<file path="src/hdl/ro_pkg.sv">
package ro_pkg;

   localparam int N_THREADS = 8;
   localparam int LOG_N_THREADS = 3;
   typedef logic [LOG_N_THREADS-1:0] thread_t;

   localparam int N_ARIDS = 32;
   localparam int LOG_N_ARIDS = 5;
   typedef logic [LOG_N_ARIDS-1:0] arid_t;

   // 64-byte memory line seen as 32-bit words
   localparam int WORDS_PER_LINE = 16;
   typedef logic [WORDS_PER_LINE*32-1:0] line_t;
   typedef logic [WORDS_PER_LINE-1:0] word_mask_t;
   typedef logic [7:0] word_cnt_t;

   typedef logic [1:0] subtype_t;
   localparam subtype_t SUB_OFFSETS = 2'd0;
   localparam subtype_t SUB_EDGES = 2'd1;
   localparam subtype_t SUB_CHILD = 2'd2;

   typedef logic [5:0] cq_slot_t;

   typedef struct packed {
      logic [31:0] ts;
      logic [31:0] locale;
   } task_t;

   typedef struct packed {
      logic [31:0] stop;      // one past the last edge
      logic [31:0] start;
   } offsets_t;

   typedef struct packed {
      logic [31:0] weight;
      logic [31:0] neighbor;
   } edge_info_t;

   // same data word, read as an offset pair or as an edge
   typedef union packed {
      offsets_t   offsets;
      edge_info_t edge_info;
   } ro_data_u;

   localparam int ITEM_WORDS = 2;

endpackage
</file>
<file path="src/hdl/ro_stage.sv">
`timescale 1ns/1ps

module ro_stage (
   input  logic              clk,
   input  logic              rstn,
   input  logic [31:0]       offset_base,
   input  logic [31:0]       neighbor_base,
   input  logic              in_valid,
   output logic              in_ready,
   input  ro_pkg::subtype_t  in_subtype,
   input  ro_pkg::task_t     in_task,
   input  logic [63:0]       in_data,
   input  ro_pkg::cq_slot_t  in_slot,
   output logic              arvalid,
   input  logic              arready,
   output logic [31:0]       araddr,
   output ro_pkg::arid_t     arid,
   input  logic              rvalid,
   output logic              rready,
   input  ro_pkg::arid_t     rid,
   input  ro_pkg::line_t     rdata,
   output logic              out_valid,
   input  logic              out_ready,
   output ro_pkg::task_t     out_task,
   output ro_pkg::subtype_t  out_subtype,
   output ro_pkg::cq_slot_t  out_slot,
   output logic [63:0]       out_data,
   output logic              out_last,
   output logic              child_valid,
   input  logic              child_ready,
   output ro_pkg::task_t     child_task,
   output ro_pkg::cq_slot_t  child_slot,
   output logic              idle
);
   import ro_pkg::*;

   logic       req_valid;
   logic       req_ready;
   logic [31:0] req_addr;
   word_cnt_t  req_words;
   task_t      req_task;
   subtype_t   req_subtype;
   cq_slot_t   req_slot;
   logic       req_mark_last;

   logic       ctx_write;
   thread_t    ctx_thread;
   task_t      ctx_task;
   subtype_t   ctx_subtype;
   cq_slot_t   ctx_slot;
   logic       ctx_mark_last;
   word_cnt_t  ctx_words;
   logic       beat_mask_write;
   arid_t      beat_id;
   word_mask_t beat_mask;

   logic       rid_free;
   arid_t      rid_freed;
   logic       thread_free;
   thread_t    thread_freed;

   ro_task_dispatch u_dispatch (
      .clk           (clk),
      .rstn          (rstn),
      .offset_base   (offset_base),
      .neighbor_base (neighbor_base),
      .in_valid      (in_valid),
      .in_ready      (in_ready),
      .in_subtype    (in_subtype),
      .in_task       (in_task),
      .in_data       (in_data),
      .in_slot       (in_slot),
      .req_valid     (req_valid),
      .req_ready     (req_ready),
      .req_addr      (req_addr),
      .req_words     (req_words),
      .req_task      (req_task),
      .req_subtype   (req_subtype),
      .req_slot      (req_slot),
      .req_mark_last (req_mark_last),
      .child_valid   (child_valid),
      .child_ready   (child_ready),
      .child_task    (child_task),
      .child_slot    (child_slot)
   );

   ro_burst_splitter u_splitter (
      .clk             (clk),
      .rstn            (rstn),
      .req_valid       (req_valid),
      .req_ready       (req_ready),
      .req_addr        (req_addr),
      .req_words       (req_words),
      .req_task        (req_task),
      .req_subtype     (req_subtype),
      .req_slot        (req_slot),
      .req_mark_last   (req_mark_last),
      .arvalid         (arvalid),
      .arready         (arready),
      .araddr          (araddr),
      .arid            (arid),
      .ctx_write       (ctx_write),
      .ctx_thread      (ctx_thread),
      .ctx_task        (ctx_task),
      .ctx_subtype     (ctx_subtype),
      .ctx_slot        (ctx_slot),
      .ctx_mark_last   (ctx_mark_last),
      .ctx_words       (ctx_words),
      .beat_mask_write (beat_mask_write),
      .beat_id         (beat_id),
      .beat_mask       (beat_mask),
      .rid_free        (rid_free),
      .rid_freed       (rid_freed),
      .thread_free     (thread_free),
      .thread_freed    (thread_freed),
      .idle            (idle)
   );

   ro_resp_unpacker u_unpacker (
      .clk             (clk),
      .rstn            (rstn),
      .ctx_write       (ctx_write),
      .ctx_thread      (ctx_thread),
      .ctx_task        (ctx_task),
      .ctx_subtype     (ctx_subtype),
      .ctx_slot        (ctx_slot),
      .ctx_mark_last   (ctx_mark_last),
      .ctx_words       (ctx_words),
      .beat_mask_write (beat_mask_write),
      .beat_id         (beat_id),
      .beat_mask       (beat_mask),
      .rvalid          (rvalid),
      .rready          (rready),
      .rid             (rid),
      .rdata           (rdata),
      .rid_free        (rid_free),
      .rid_freed       (rid_freed),
      .thread_free     (thread_free),
      .thread_freed    (thread_freed),
      .out_valid       (out_valid),
      .out_ready       (out_ready),
      .out_task        (out_task),
      .out_subtype     (out_subtype),
      .out_slot        (out_slot),
      .out_data        (out_data),
      .out_last        (out_last)
   );

endmodule

</file>
<file path="src/hdl/ro_resp_unpacker.sv">
`timescale 1ns/1ps

module ro_resp_unpacker (
   input  logic               clk,
   input  logic               rstn,
   input  logic               ctx_write,
   input  ro_pkg::thread_t    ctx_thread,
   input  ro_pkg::task_t      ctx_task,
   input  ro_pkg::subtype_t   ctx_subtype,
   input  ro_pkg::cq_slot_t   ctx_slot,
   input  logic               ctx_mark_last,
   input  ro_pkg::word_cnt_t  ctx_words,
   input  logic               beat_mask_write,
   input  ro_pkg::arid_t      beat_id,
   input  ro_pkg::word_mask_t beat_mask,
   input  logic               rvalid,
   output logic               rready,
   input  ro_pkg::arid_t      rid,
   input  ro_pkg::line_t      rdata,
   output logic               rid_free,
   output ro_pkg::arid_t      rid_freed,
   output logic               thread_free,
   output ro_pkg::thread_t    thread_freed,
   output logic               out_valid,
   input  logic               out_ready,
   output ro_pkg::task_t      out_task,
   output ro_pkg::subtype_t   out_subtype,
   output ro_pkg::cq_slot_t   out_slot,
   output logic [63:0]        out_data,
   output logic               out_last
);
   import ro_pkg::*;

   // per-thread context
   task_t      task_m [N_THREADS];
   subtype_t   subtype_m [N_THREADS];
   cq_slot_t   slot_m [N_THREADS];
   logic       mark_m [N_THREADS];
   word_cnt_t  rem_m [N_THREADS];
   logic [31:0] held_m [N_THREADS];   // first half of a straddling item

   // per read id
   thread_t    id_thread [N_ARIDS];
   word_mask_t id_mask [N_ARIDS];

   thread_t    burst_thread;
   logic       line_valid;
   line_t      line_data;
   word_mask_t line_mask;
   thread_t    cur_thread;

   logic [3:0]  lo;
   logic [3:0]  hi;
   logic [31:0] w0;
   logic [31:0] w1;
   logic        v1;
   word_cnt_t   rem;
   word_cnt_t   used;
   word_mask_t  clear;
   logic        absorb;
   logic        step;
   logic        item_last;

   assign rready = !line_valid;
   assign rid_free = rvalid && rready;
   assign rid_freed = rid;

   always_comb begin
      lo = '0;
      for (int i = WORDS_PER_LINE - 1; i >= 0; i--) begin
         if (line_mask[i]) lo = 4'(i);   // lowest set word wins
      end
   end

   assign hi = lo + 4'd1;
   assign w0 = line_data[{lo, 5'd0} +: 32];
   assign w1 = line_data[{hi, 5'd0} +: 32];
   assign v1 = (lo != 4'(WORDS_PER_LINE - 1)) && line_mask[hi];
   assign rem = rem_m[cur_thread];

   // odd count left means the held half is waiting for this word
   always_comb begin
      clear = '0;
      clear[lo] = 1'b1;
      used = word_cnt_t'(1);
      absorb = 1'b0;
      out_data = {w0, held_m[cur_thread]};
      if (!rem[0]) begin
         if (v1) begin
            out_data = {w1, w0};
            clear[hi] = 1'b1;
            used = word_cnt_t'(ITEM_WORDS);
         end else begin
            absorb = 1'b1;
         end
      end
   end

   assign out_valid = line_valid && !absorb;
   assign step = line_valid && (absorb || out_ready);
   assign item_last = rem == used;
   assign out_last = item_last && mark_m[cur_thread];
   assign out_task = task_m[cur_thread];
   assign out_subtype = subtype_m[cur_thread];
   assign out_slot = slot_m[cur_thread];

   assign thread_free = out_valid && out_ready && item_last;
   assign thread_freed = cur_thread;

   always_ff @(posedge clk) begin
      if (!rstn) begin
         line_valid <= 1'b0;
      end else if (rvalid && rready) begin
         line_valid <= 1'b1;
      end else if (step && (line_mask & ~clear) == '0) begin
         line_valid <= 1'b0;
      end
   end

   always_ff @(posedge clk) begin
      if (rvalid && rready) begin
         line_data <= rdata;
         line_mask <= id_mask[rid];
         cur_thread <= id_thread[rid];
      end else if (step) begin
         line_mask <= line_mask & ~clear;
      end
   end

   always_ff @(posedge clk) begin
      if (ctx_write) begin
         task_m[ctx_thread] <= ctx_task;
         subtype_m[ctx_thread] <= ctx_subtype;
         slot_m[ctx_thread] <= ctx_slot;
         mark_m[ctx_thread] <= ctx_mark_last;
         rem_m[ctx_thread] <= ctx_words;
         burst_thread <= ctx_thread;   // beats that follow belong to this thread
      end
      if (beat_mask_write) begin
         id_thread[beat_id] <= burst_thread;
         id_mask[beat_id] <= beat_mask;
      end
      if (step) begin
         rem_m[cur_thread] <= rem - used;
         if (absorb) held_m[cur_thread] <= w0;
      end
   end

   a_out_hold: assert property (@(posedge clk) disable iff (!rstn)
      out_valid && !out_ready |=> out_valid && $stable(out_data) && $stable(out_last))
      else $error("output item changed while stalled");

endmodule

</file>
<file path="src/hdl/ro_burst_splitter.sv">
`timescale 1ns/1ps

module ro_burst_splitter (
   input  logic               clk,
   input  logic               rstn,
   input  logic               req_valid,
   output logic               req_ready,
   input  logic [31:0]        req_addr,
   input  ro_pkg::word_cnt_t  req_words,
   input  ro_pkg::task_t      req_task,
   input  ro_pkg::subtype_t   req_subtype,
   input  ro_pkg::cq_slot_t   req_slot,
   input  logic               req_mark_last,
   output logic               arvalid,
   input  logic               arready,
   output logic [31:0]        araddr,
   output ro_pkg::arid_t      arid,
   output logic               ctx_write,
   output ro_pkg::thread_t    ctx_thread,
   output ro_pkg::task_t      ctx_task,
   output ro_pkg::subtype_t   ctx_subtype,
   output ro_pkg::cq_slot_t   ctx_slot,
   output logic               ctx_mark_last,
   output ro_pkg::word_cnt_t  ctx_words,
   output logic               beat_mask_write,
   output ro_pkg::arid_t      beat_id,
   output ro_pkg::word_mask_t beat_mask,
   input  logic               rid_free,
   input  ro_pkg::arid_t      rid_freed,
   input  logic               thread_free,
   input  ro_pkg::thread_t    thread_freed,
   output logic               idle
);
   import ro_pkg::*;

   logic        busy;
   logic [31:0] cur_addr;
   word_cnt_t   words_left;
   logic [4:0]  room;          // words from cur_addr to the end of its line
   word_cnt_t   beat_words;
   logic        last_beat;
   logic        thread_empty;
   logic        arid_empty;
   logic        arid_all_free;
   logic        ar_fire;

   ro_id_pool #(.LOG_DEPTH(LOG_N_THREADS)) u_thread_pool (
      .clk     (clk),
      .rstn    (rstn),
      .push    (thread_free),
      .push_id (thread_freed),
      .pop     (ctx_write),
      .top_id  (ctx_thread),
      .empty   (thread_empty),
      .full    (idle)
   );

   ro_id_pool #(.LOG_DEPTH(LOG_N_ARIDS)) u_arid_pool (
      .clk     (clk),
      .rstn    (rstn),
      .push    (rid_free),
      .push_id (rid_freed),
      .pop     (ar_fire),
      .top_id  (arid),
      .empty   (arid_empty),
      .full    (arid_all_free)
   );

   assign req_ready = !thread_empty && !busy;
   assign ctx_write = req_valid && req_ready;
   assign ctx_task = req_task;
   assign ctx_subtype = req_subtype;
   assign ctx_slot = req_slot;
   assign ctx_mark_last = req_mark_last;
   assign ctx_words = req_words;

   assign arvalid = busy && !arid_empty;
   assign araddr = cur_addr;
   assign ar_fire = arvalid && arready;

   assign room = 5'(WORDS_PER_LINE) - 5'(cur_addr[5:2]);
   assign last_beat = words_left <= word_cnt_t'(room);
   assign beat_words = last_beat ? words_left : word_cnt_t'(room);

   assign beat_mask_write = ar_fire;
   assign beat_id = arid;
   always_comb begin
      for (int i = 0; i < WORDS_PER_LINE; i++) begin
         beat_mask[i] = (i >= int'(cur_addr[5:2])) &&
                        (i < int'(cur_addr[5:2]) + int'(beat_words));
      end
   end

   always_ff @(posedge clk) begin
      if (!rstn) begin
         busy <= 1'b0;
      end else if (ctx_write) begin
         busy <= 1'b1;
      end else if (ar_fire && last_beat) begin
         busy <= 1'b0;
      end
   end

   always_ff @(posedge clk) begin
      if (ctx_write) begin
         cur_addr <= req_addr;
         words_left <= req_words;
      end else if (ar_fire) begin
         cur_addr <= cur_addr + {22'd0, beat_words, 2'b00};   // lands on a line start
         words_left <= words_left - beat_words;
      end
   end

   a_ar_hold: assert property (@(posedge clk) disable iff (!rstn)
      arvalid && !arready |=> arvalid && $stable(araddr))
      else $error("read address dropped or changed before arready");

   // a thread is returned only after all of its beats came back
   a_idle_ids: assert property (@(posedge clk) disable iff (!rstn) idle |-> arid_all_free)
      else $error("read id outstanding while idle");

endmodule

</file>
<file path="src/hdl/ro_task_dispatch.sv">
`timescale 1ns/1ps

module ro_task_dispatch (
   input  logic              clk,
   input  logic              rstn,
   input  logic [31:0]       offset_base,
   input  logic [31:0]       neighbor_base,
   input  logic              in_valid,
   output logic              in_ready,
   input  ro_pkg::subtype_t  in_subtype,
   input  ro_pkg::task_t     in_task,
   input  logic [63:0]       in_data,
   input  ro_pkg::cq_slot_t  in_slot,
   output logic              req_valid,
   input  logic              req_ready,
   output logic [31:0]       req_addr,
   output ro_pkg::word_cnt_t req_words,
   output ro_pkg::task_t     req_task,
   output ro_pkg::subtype_t  req_subtype,
   output ro_pkg::cq_slot_t  req_slot,
   output logic              req_mark_last,
   output logic              child_valid,
   input  logic              child_ready,
   output ro_pkg::task_t     child_task,
   output ro_pkg::cq_slot_t  child_slot
);
   import ro_pkg::*;

   ro_data_u in_u;
   logic     is_read;
   logic     is_child;
   logic     child_room;
   logic     child_take;

   assign in_u = in_data;
   assign is_child = in_subtype == SUB_CHILD;
   assign is_read = (in_subtype == SUB_OFFSETS) ||
                    (in_subtype == SUB_EDGES && in_u.offsets.start != in_u.offsets.stop);
   assign child_room = !child_valid || child_ready;
   assign child_take = in_valid && is_child && child_room;

   // empty edge lists are consumed right away
   assign in_ready = is_child ? child_room : (is_read ? req_ready : 1'b1);
   assign req_valid = in_valid && is_read;
   assign req_task = in_task;
   assign req_slot = in_slot;

   always_comb begin
      if (in_subtype == SUB_OFFSETS) begin
         req_addr = offset_base + {in_task.locale[29:0], 2'b00};
         req_words = word_cnt_t'(ITEM_WORDS);
         req_subtype = SUB_EDGES;
         req_mark_last = 1'b0;
      end else begin
         req_addr = neighbor_base + {in_u.offsets.start[28:0], 3'b000};
         req_words = word_cnt_t'((in_u.offsets.stop - in_u.offsets.start) * ITEM_WORDS);
         req_subtype = SUB_CHILD;
         req_mark_last = 1'b1;    // last edge closes the list
      end
   end

   always_ff @(posedge clk) begin
      if (!rstn) begin
         child_valid <= 1'b0;
      end else if (child_take) begin
         child_valid <= 1'b1;
      end else if (child_ready) begin
         child_valid <= 1'b0;
      end
   end

   always_ff @(posedge clk) begin
      if (child_take) begin
         child_task.locale <= in_u.edge_info.neighbor;
         child_task.ts <= in_task.ts + in_u.edge_info.weight;
         child_slot <= in_slot;
      end
   end

   a_child_hold: assert property (@(posedge clk) disable iff (!rstn)
      child_valid && !child_ready |=>
         child_valid && $stable(child_task) && $stable(child_slot))
      else $error("child task changed while stalled");

endmodule

</file>
<file path="src/hdl/ro_id_pool.sv">
`timescale 1ns/1ps

module ro_id_pool #(
   parameter int LOG_DEPTH = 3
) (
   input  logic                 clk,
   input  logic                 rstn,
   input  logic                 push,
   input  logic [LOG_DEPTH-1:0] push_id,
   input  logic                 pop,
   output logic [LOG_DEPTH-1:0] top_id,
   output logic                 empty,
   output logic                 full
);

   localparam int DEPTH = 2 ** LOG_DEPTH;

   logic [LOG_DEPTH-1:0] ring [DEPTH];
   logic [LOG_DEPTH:0]   head;       // extra bit tells full from empty
   logic [LOG_DEPTH:0]   tail;

   assign top_id = ring[head[LOG_DEPTH-1:0]];
   assign empty = head == tail;
   assign full = (head[LOG_DEPTH-1:0] == tail[LOG_DEPTH-1:0]) &&
                 (head[LOG_DEPTH] != tail[LOG_DEPTH]);

   always_ff @(posedge clk) begin
      if (!rstn) begin
         head <= '0;
         tail <= {1'b1, {LOG_DEPTH{1'b0}}};
         for (int i = 0; i < DEPTH; i++) begin
            ring[i] <= LOG_DEPTH'(i);     // every id starts out free
         end
      end else begin
         if (pop) head <= head + 1'b1;
         if (push) begin
            ring[tail[LOG_DEPTH-1:0]] <= push_id;
            tail <= tail + 1'b1;
         end
      end
   end

   a_no_underflow: assert property (@(posedge clk) disable iff (!rstn) !(pop && empty))
      else $error("id pool popped while empty");
   a_no_overflow: assert property (@(posedge clk) disable iff (!rstn) !(push && full))
      else $error("id pool pushed while full");

endmodule

</file>
<file path="config.mk">
export PLATFORM = sky130hd
export DESIGN_NAME = ro_stage
export DESIGN_NICKNAME = d
export VERILOG_FILES = /design/src/hdl/ro_pkg.sv /design/src/hdl/ro_stage.sv /design/src/hdl/ro_resp_unpacker.sv /design/src/hdl/ro_burst_splitter.sv /design/src/hdl/ro_task_dispatch.sv /design/src/hdl/ro_id_pool.sv
export SDC_FILE = /design/constraint.sdc
export NUM_CORES = 2
export LEC_CHECK = 0
export BUFFER_PORTS_ARGS = -buffer_cell sky130_fd_sc_hd__buf_2
export CORE_UTILIZATION = 40
export DETAILED_ROUTE_END_ITERATION = 12
export PLACE_DENSITY_LB_ADDON = 0.15
export RECOVER_POWER = 100
export SKIP_CTS_REPAIR_TIMING = 1
export SYNTH_ARGS = -nofsm -noshare
export SYNTH_HDL_FRONTEND = slang
export SYNTH_SLANG_ARGS = --single-unit
</file>
<file path="constraint.sdc">
create_clock -name clk -period 42.3 [get_ports clk]
set_input_delay 4.23 -clock clk [delete_from_list [all_inputs] [get_ports clk]]
set_output_delay 4.23 -clock clk [all_outputs]
set_load 0.02 [all_outputs]
</file>
==> impl_metrics.tcl <==
set metrics [dict create \
    core_sq_um 252000 \
    power.density_nw_per_um2 56.6 \
    placedCellCount 11200 \
    power_frac_clock_pct 34.4 \
    post-synth-top-area-fraction_pct 68.7 \
    synth.most_common_cell "edfxtp_1" \
    synthSimpleGateAreaFrac_pct 9.80 \
    synth_cells 7177 \
    grt_pass1_vias 66700 \
    irDropWorstVdd_v 0.0000464 \
    netSwitchingFraction_pct 30.9 \
    cts_buffer_depth 4 \
    worstSkewPairLatency_ns 0.96 \
    slew_headroom_pct -511 \
    yosysWarnings 0 \
    r2r-start "u_unpacker.line_mask[8]" \
    dp_hpwl_mm 247 \
    cts.clk_slew.worst_paths_ns 0.06 \
    antenna_found_initial 129 \
    synth_cell_type_count 84 \
    synthFlopType "edfxtp_1" \
    grtUsageMet3_pct 5.90 \
    rows 184 \
    grt_overflow_total 0 \
    p_seq_share_pct 43.9 \
    synthAdderAreaFrac_pct 1.66 \
    dr.pass1.iters 6 \
    routed_wl_mm 369 \
    period_minus_slack_ns 20.76 \
    maxCapViolCount 93 \
    crit_type "reg -> out" \
    status "finished with violations" \
    use_met2_pct 43.4 \
    yosys-top-cells-count "2,332 x edfxtp_1, 1,264 x nand2_1, 350 x clkbuf_1" \
    drive_gt1_share_pct 14.7 \
    cp-endpoint "out_data[44]" \
    synth.area.top_cells "edfxtp_1 69%, mux4_2 5.6%, nand2_1 4.7%, a22oi_1 2.2%, ha_1 1.5%" \
    syn_to_final_growth_pct 16.3 \
    antenna_left 0 \
    fin_crit_sh_pct 49.1 \
    syn-mean-instance-area_sq_um 14.2 \
    hold_path.class "reg -> reg" \
    p_sw_mw 2.07 \
    start_util_pct 40.4 \
    setup_viol 0 \
    tightest_slew_ns 9.16 \
    arrival_ns 16.53 \
    max_freq_ghz 0.0482 \
    yosysTopAreaCell "edfxtp_1" \
    busiest_layer "met2" \
    rsz0062_at_grt "false" \
    ys_ff_latch 2363 \
    end_kind "primary output" \
    synth-compound-area-share_pct 9.44 \
    comb_power_share_pct 21.7 \
    intPower_mw 4.63 \
    finalNetCount 8982 \
    synth_enable_flop_cells 2332 \
    yosysSeqAreaShare_pct 69.3 \
    worst-r2r-setup-slack_ns 27.33 \
    vias 69900 \
    hold_viol 0 \
    grt_pass1_wl_mm 509 \
    grt_max_degree 181 \
    cts_tree "yes" \
    synth_top_family_by_area "simple AND/OR/NAND/NOR gates" \
    numPortBuffers 973 \
    reg2reg_to "u_unpacker.held_m[7][2]" \
    ios 974 \
    cp-startpoint "u_unpacker.line_mask[8]" \
    synth_xor_area_share_pct 1.41 \
    required_ns 38.07 \
    violations "capacitance limit, slew limit" \
    die_x_um 507 \
    synth.mux.area_fraction_pct 6.34 \
    tns_ns 0 \
    cts-buffers-inserted 279 \
    synth_area_sq_um 102000 \
    grtUsageTotal_pct 27.9 \
    die_area_sq_um 257000 \
    slew_viol_final 3301 \
    stdcell_count 11800 \
    wl_per_cell_um 31.4 \
    drtIter0Drc 8424 \
    leakage_nw 39.5 \
    gp_congestion 0.988 \
    die_h_um 507 \
    vias_per_cell 5.95 \
    async_flop_share_pct 0 \
    drc 0 \
    met1_usage_pct 37.0 \
    critical_path.startpoint_type "flop" \
    r2r_cells 11 \
    cts_max_level 5 \
    cts_num_sinks 2363 \
    cts_root_buf "clkbuf_16" \
    finClkSkew_ns 0.0814 \
    crit_fanout 180 \
]
cells by family (layout without fill, tap and decap cells):
kind of cell | count (synthesis) | in the layout
flops | 2363 | 2363
simple gates | 2272 | 2272
compound gates | 1378 | 1378
buf+inv | 541 | 1682
mux | 327 | 327
xor+xnor | 164 | 164
fa+ha+maj | 131 | 131
other cells | 1 | 88
layer usage:
metal  up-vias  share of wire (%)
met1     35300                 39
met2      3911                 46
met3       774                8.9
li1      29900                  -
met4        30                5.9
met5         -              0.047
power groups by stage:
stage / Combinational (mW) / Clock (mW) / Sequential [mW]
floorplan: 0.807 / 0 / 2.98
global placement: 1.44 / 0 / 2.97
detailed placement: 1.46 / 0 / 2.97
CTS: 1.47 / 2.35 / 2.92
global route: 1.55 / 2.43 / 2.95
finish: 1.46 / 2.31 / 2.94
metrics by stage:
step | instance area [sq um] | power (mW) | util, % | hold WS [ns] | worst slack, ns
6_report | 119000 | 6.71 | 47.0 | 0.527 | 21.54
5_1_grt | 118000 | 6.93 | 47.0 | 0.560 | 21.19
4_1_cts | 120000 | 6.74 | 47.4 | 0.532 | 30.51
3_5_place_dp | 111000 | 4.43 | 44.0 | 0.515 | 31.53
3_3_place_gp | 111000 | 4.41 | 44.0 | 0.501 | 31.46
2_1_floorplan | 102000 | 3.79 | - | 0.470 | 22.44
sequential cells by signal, indices dropped and copies added (netlist names), 4 cells and up, named ones only:
name / flops
u_unpacker.line_data: 512
u_dispatch.child_task: 64
u_dispatch.child_slot: 6
u_splitter.u_thread_pool.ring: 24
u_unpacker.line_mask: 16
u_splitter.u_thread_pool.tail: 4
u_unpacker.task_m: 512
u_splitter.words_left: 8
u_splitter.u_thread_pool.head: 4
u_unpacker.id_mask: 512
u_unpacker.rem_m: 64
u_splitter.u_arid_pool.tail: 6
u_splitter.u_arid_pool.ring: 160
u_unpacker.id_thread: 96
u_splitter.u_arid_pool.head: 6
u_splitter.araddr: 32
u_unpacker.slot_m: 48
u_unpacker.mark_m: 8
u_unpacker.held_m: 256
u_unpacker.subtype_m: 8
layout by cell type (no fill, tap or decap), types with 18 or more instances in the layout:
master        n
a311oi_1     71
xnor2_1      89
clkinv_2     38
edfxtp_1   2332
nor3_1       63
nor2_1      305
and3_1      128
nor2b_1      20
dfxtp_1      30
a21o_1       48
a31oi_1     143
and2_0       21
or3_1        61
nand2_1    1262
buf_2       461
xor2_1       75
diode_2      85
a22oi_1     302
clkbuf_16   285
o221ai_1     37
a21oi_1     260
inv_1        83
nand4_1      95
mux2i_1      64
a221oi_1     68
o211ai_1     18
o21a_1       27
mux4_2      254
o22ai_1      30
buf_4        48
ha_1        124
o21ai_0     139
a32oi_1      36
clkinv_1     54
nand3_1     199
clkbuf_1    658
a22o_1       64
bufinv_16    22
worst min path at each step:
stage / from / to / cells past startpoint
floorplan: u_splitter.u_thread_pool.head[3] / u_splitter.u_thread_pool.head[3] / 2
global placement: u_splitter.u_thread_pool.head[3] / u_splitter.u_thread_pool.head[3] / 2
detailed placement: u_splitter.u_arid_pool.tail[5] / u_splitter.u_arid_pool.tail[5] / 2
CTS: u_splitter.u_thread_pool.head[3] / u_splitter.u_thread_pool.head[3] / 2
global route: u_splitter.u_thread_pool.tail[3] / u_splitter.u_thread_pool.tail[3] / 2
finish: u_splitter.u_thread_pool.head[3] / u_splitter.u_thread_pool.head[3] / 2
cell type report:
class                      instances  area (sq um)
fill                           22500        134000
sequential                      2363         70600
multi-input combinational       4275         29500
clock buffer                     342          7370
timing repair buffer            1118          5040
tap                             3348          4190
clock inverter                   132          1230
inverter                          90           343
antenna                           85           213
critical path, stage by stage (launching register included):
cell and delay (ns):
edfxtp_1 0.52, nor3b_1 0.20, o31ai_1 0.49, o211ai_1 0.24, clkbuf_1 1.10, a21oi_1 1.31, clkbuf_1 2.19, clkbuf_1 6.24
a31oi_1 1.82, a32oi_1 0.74, a31oi_1 0.25, clkbuf_1 0.33
No activity file was read; power rests on OpenSTA's default activity.
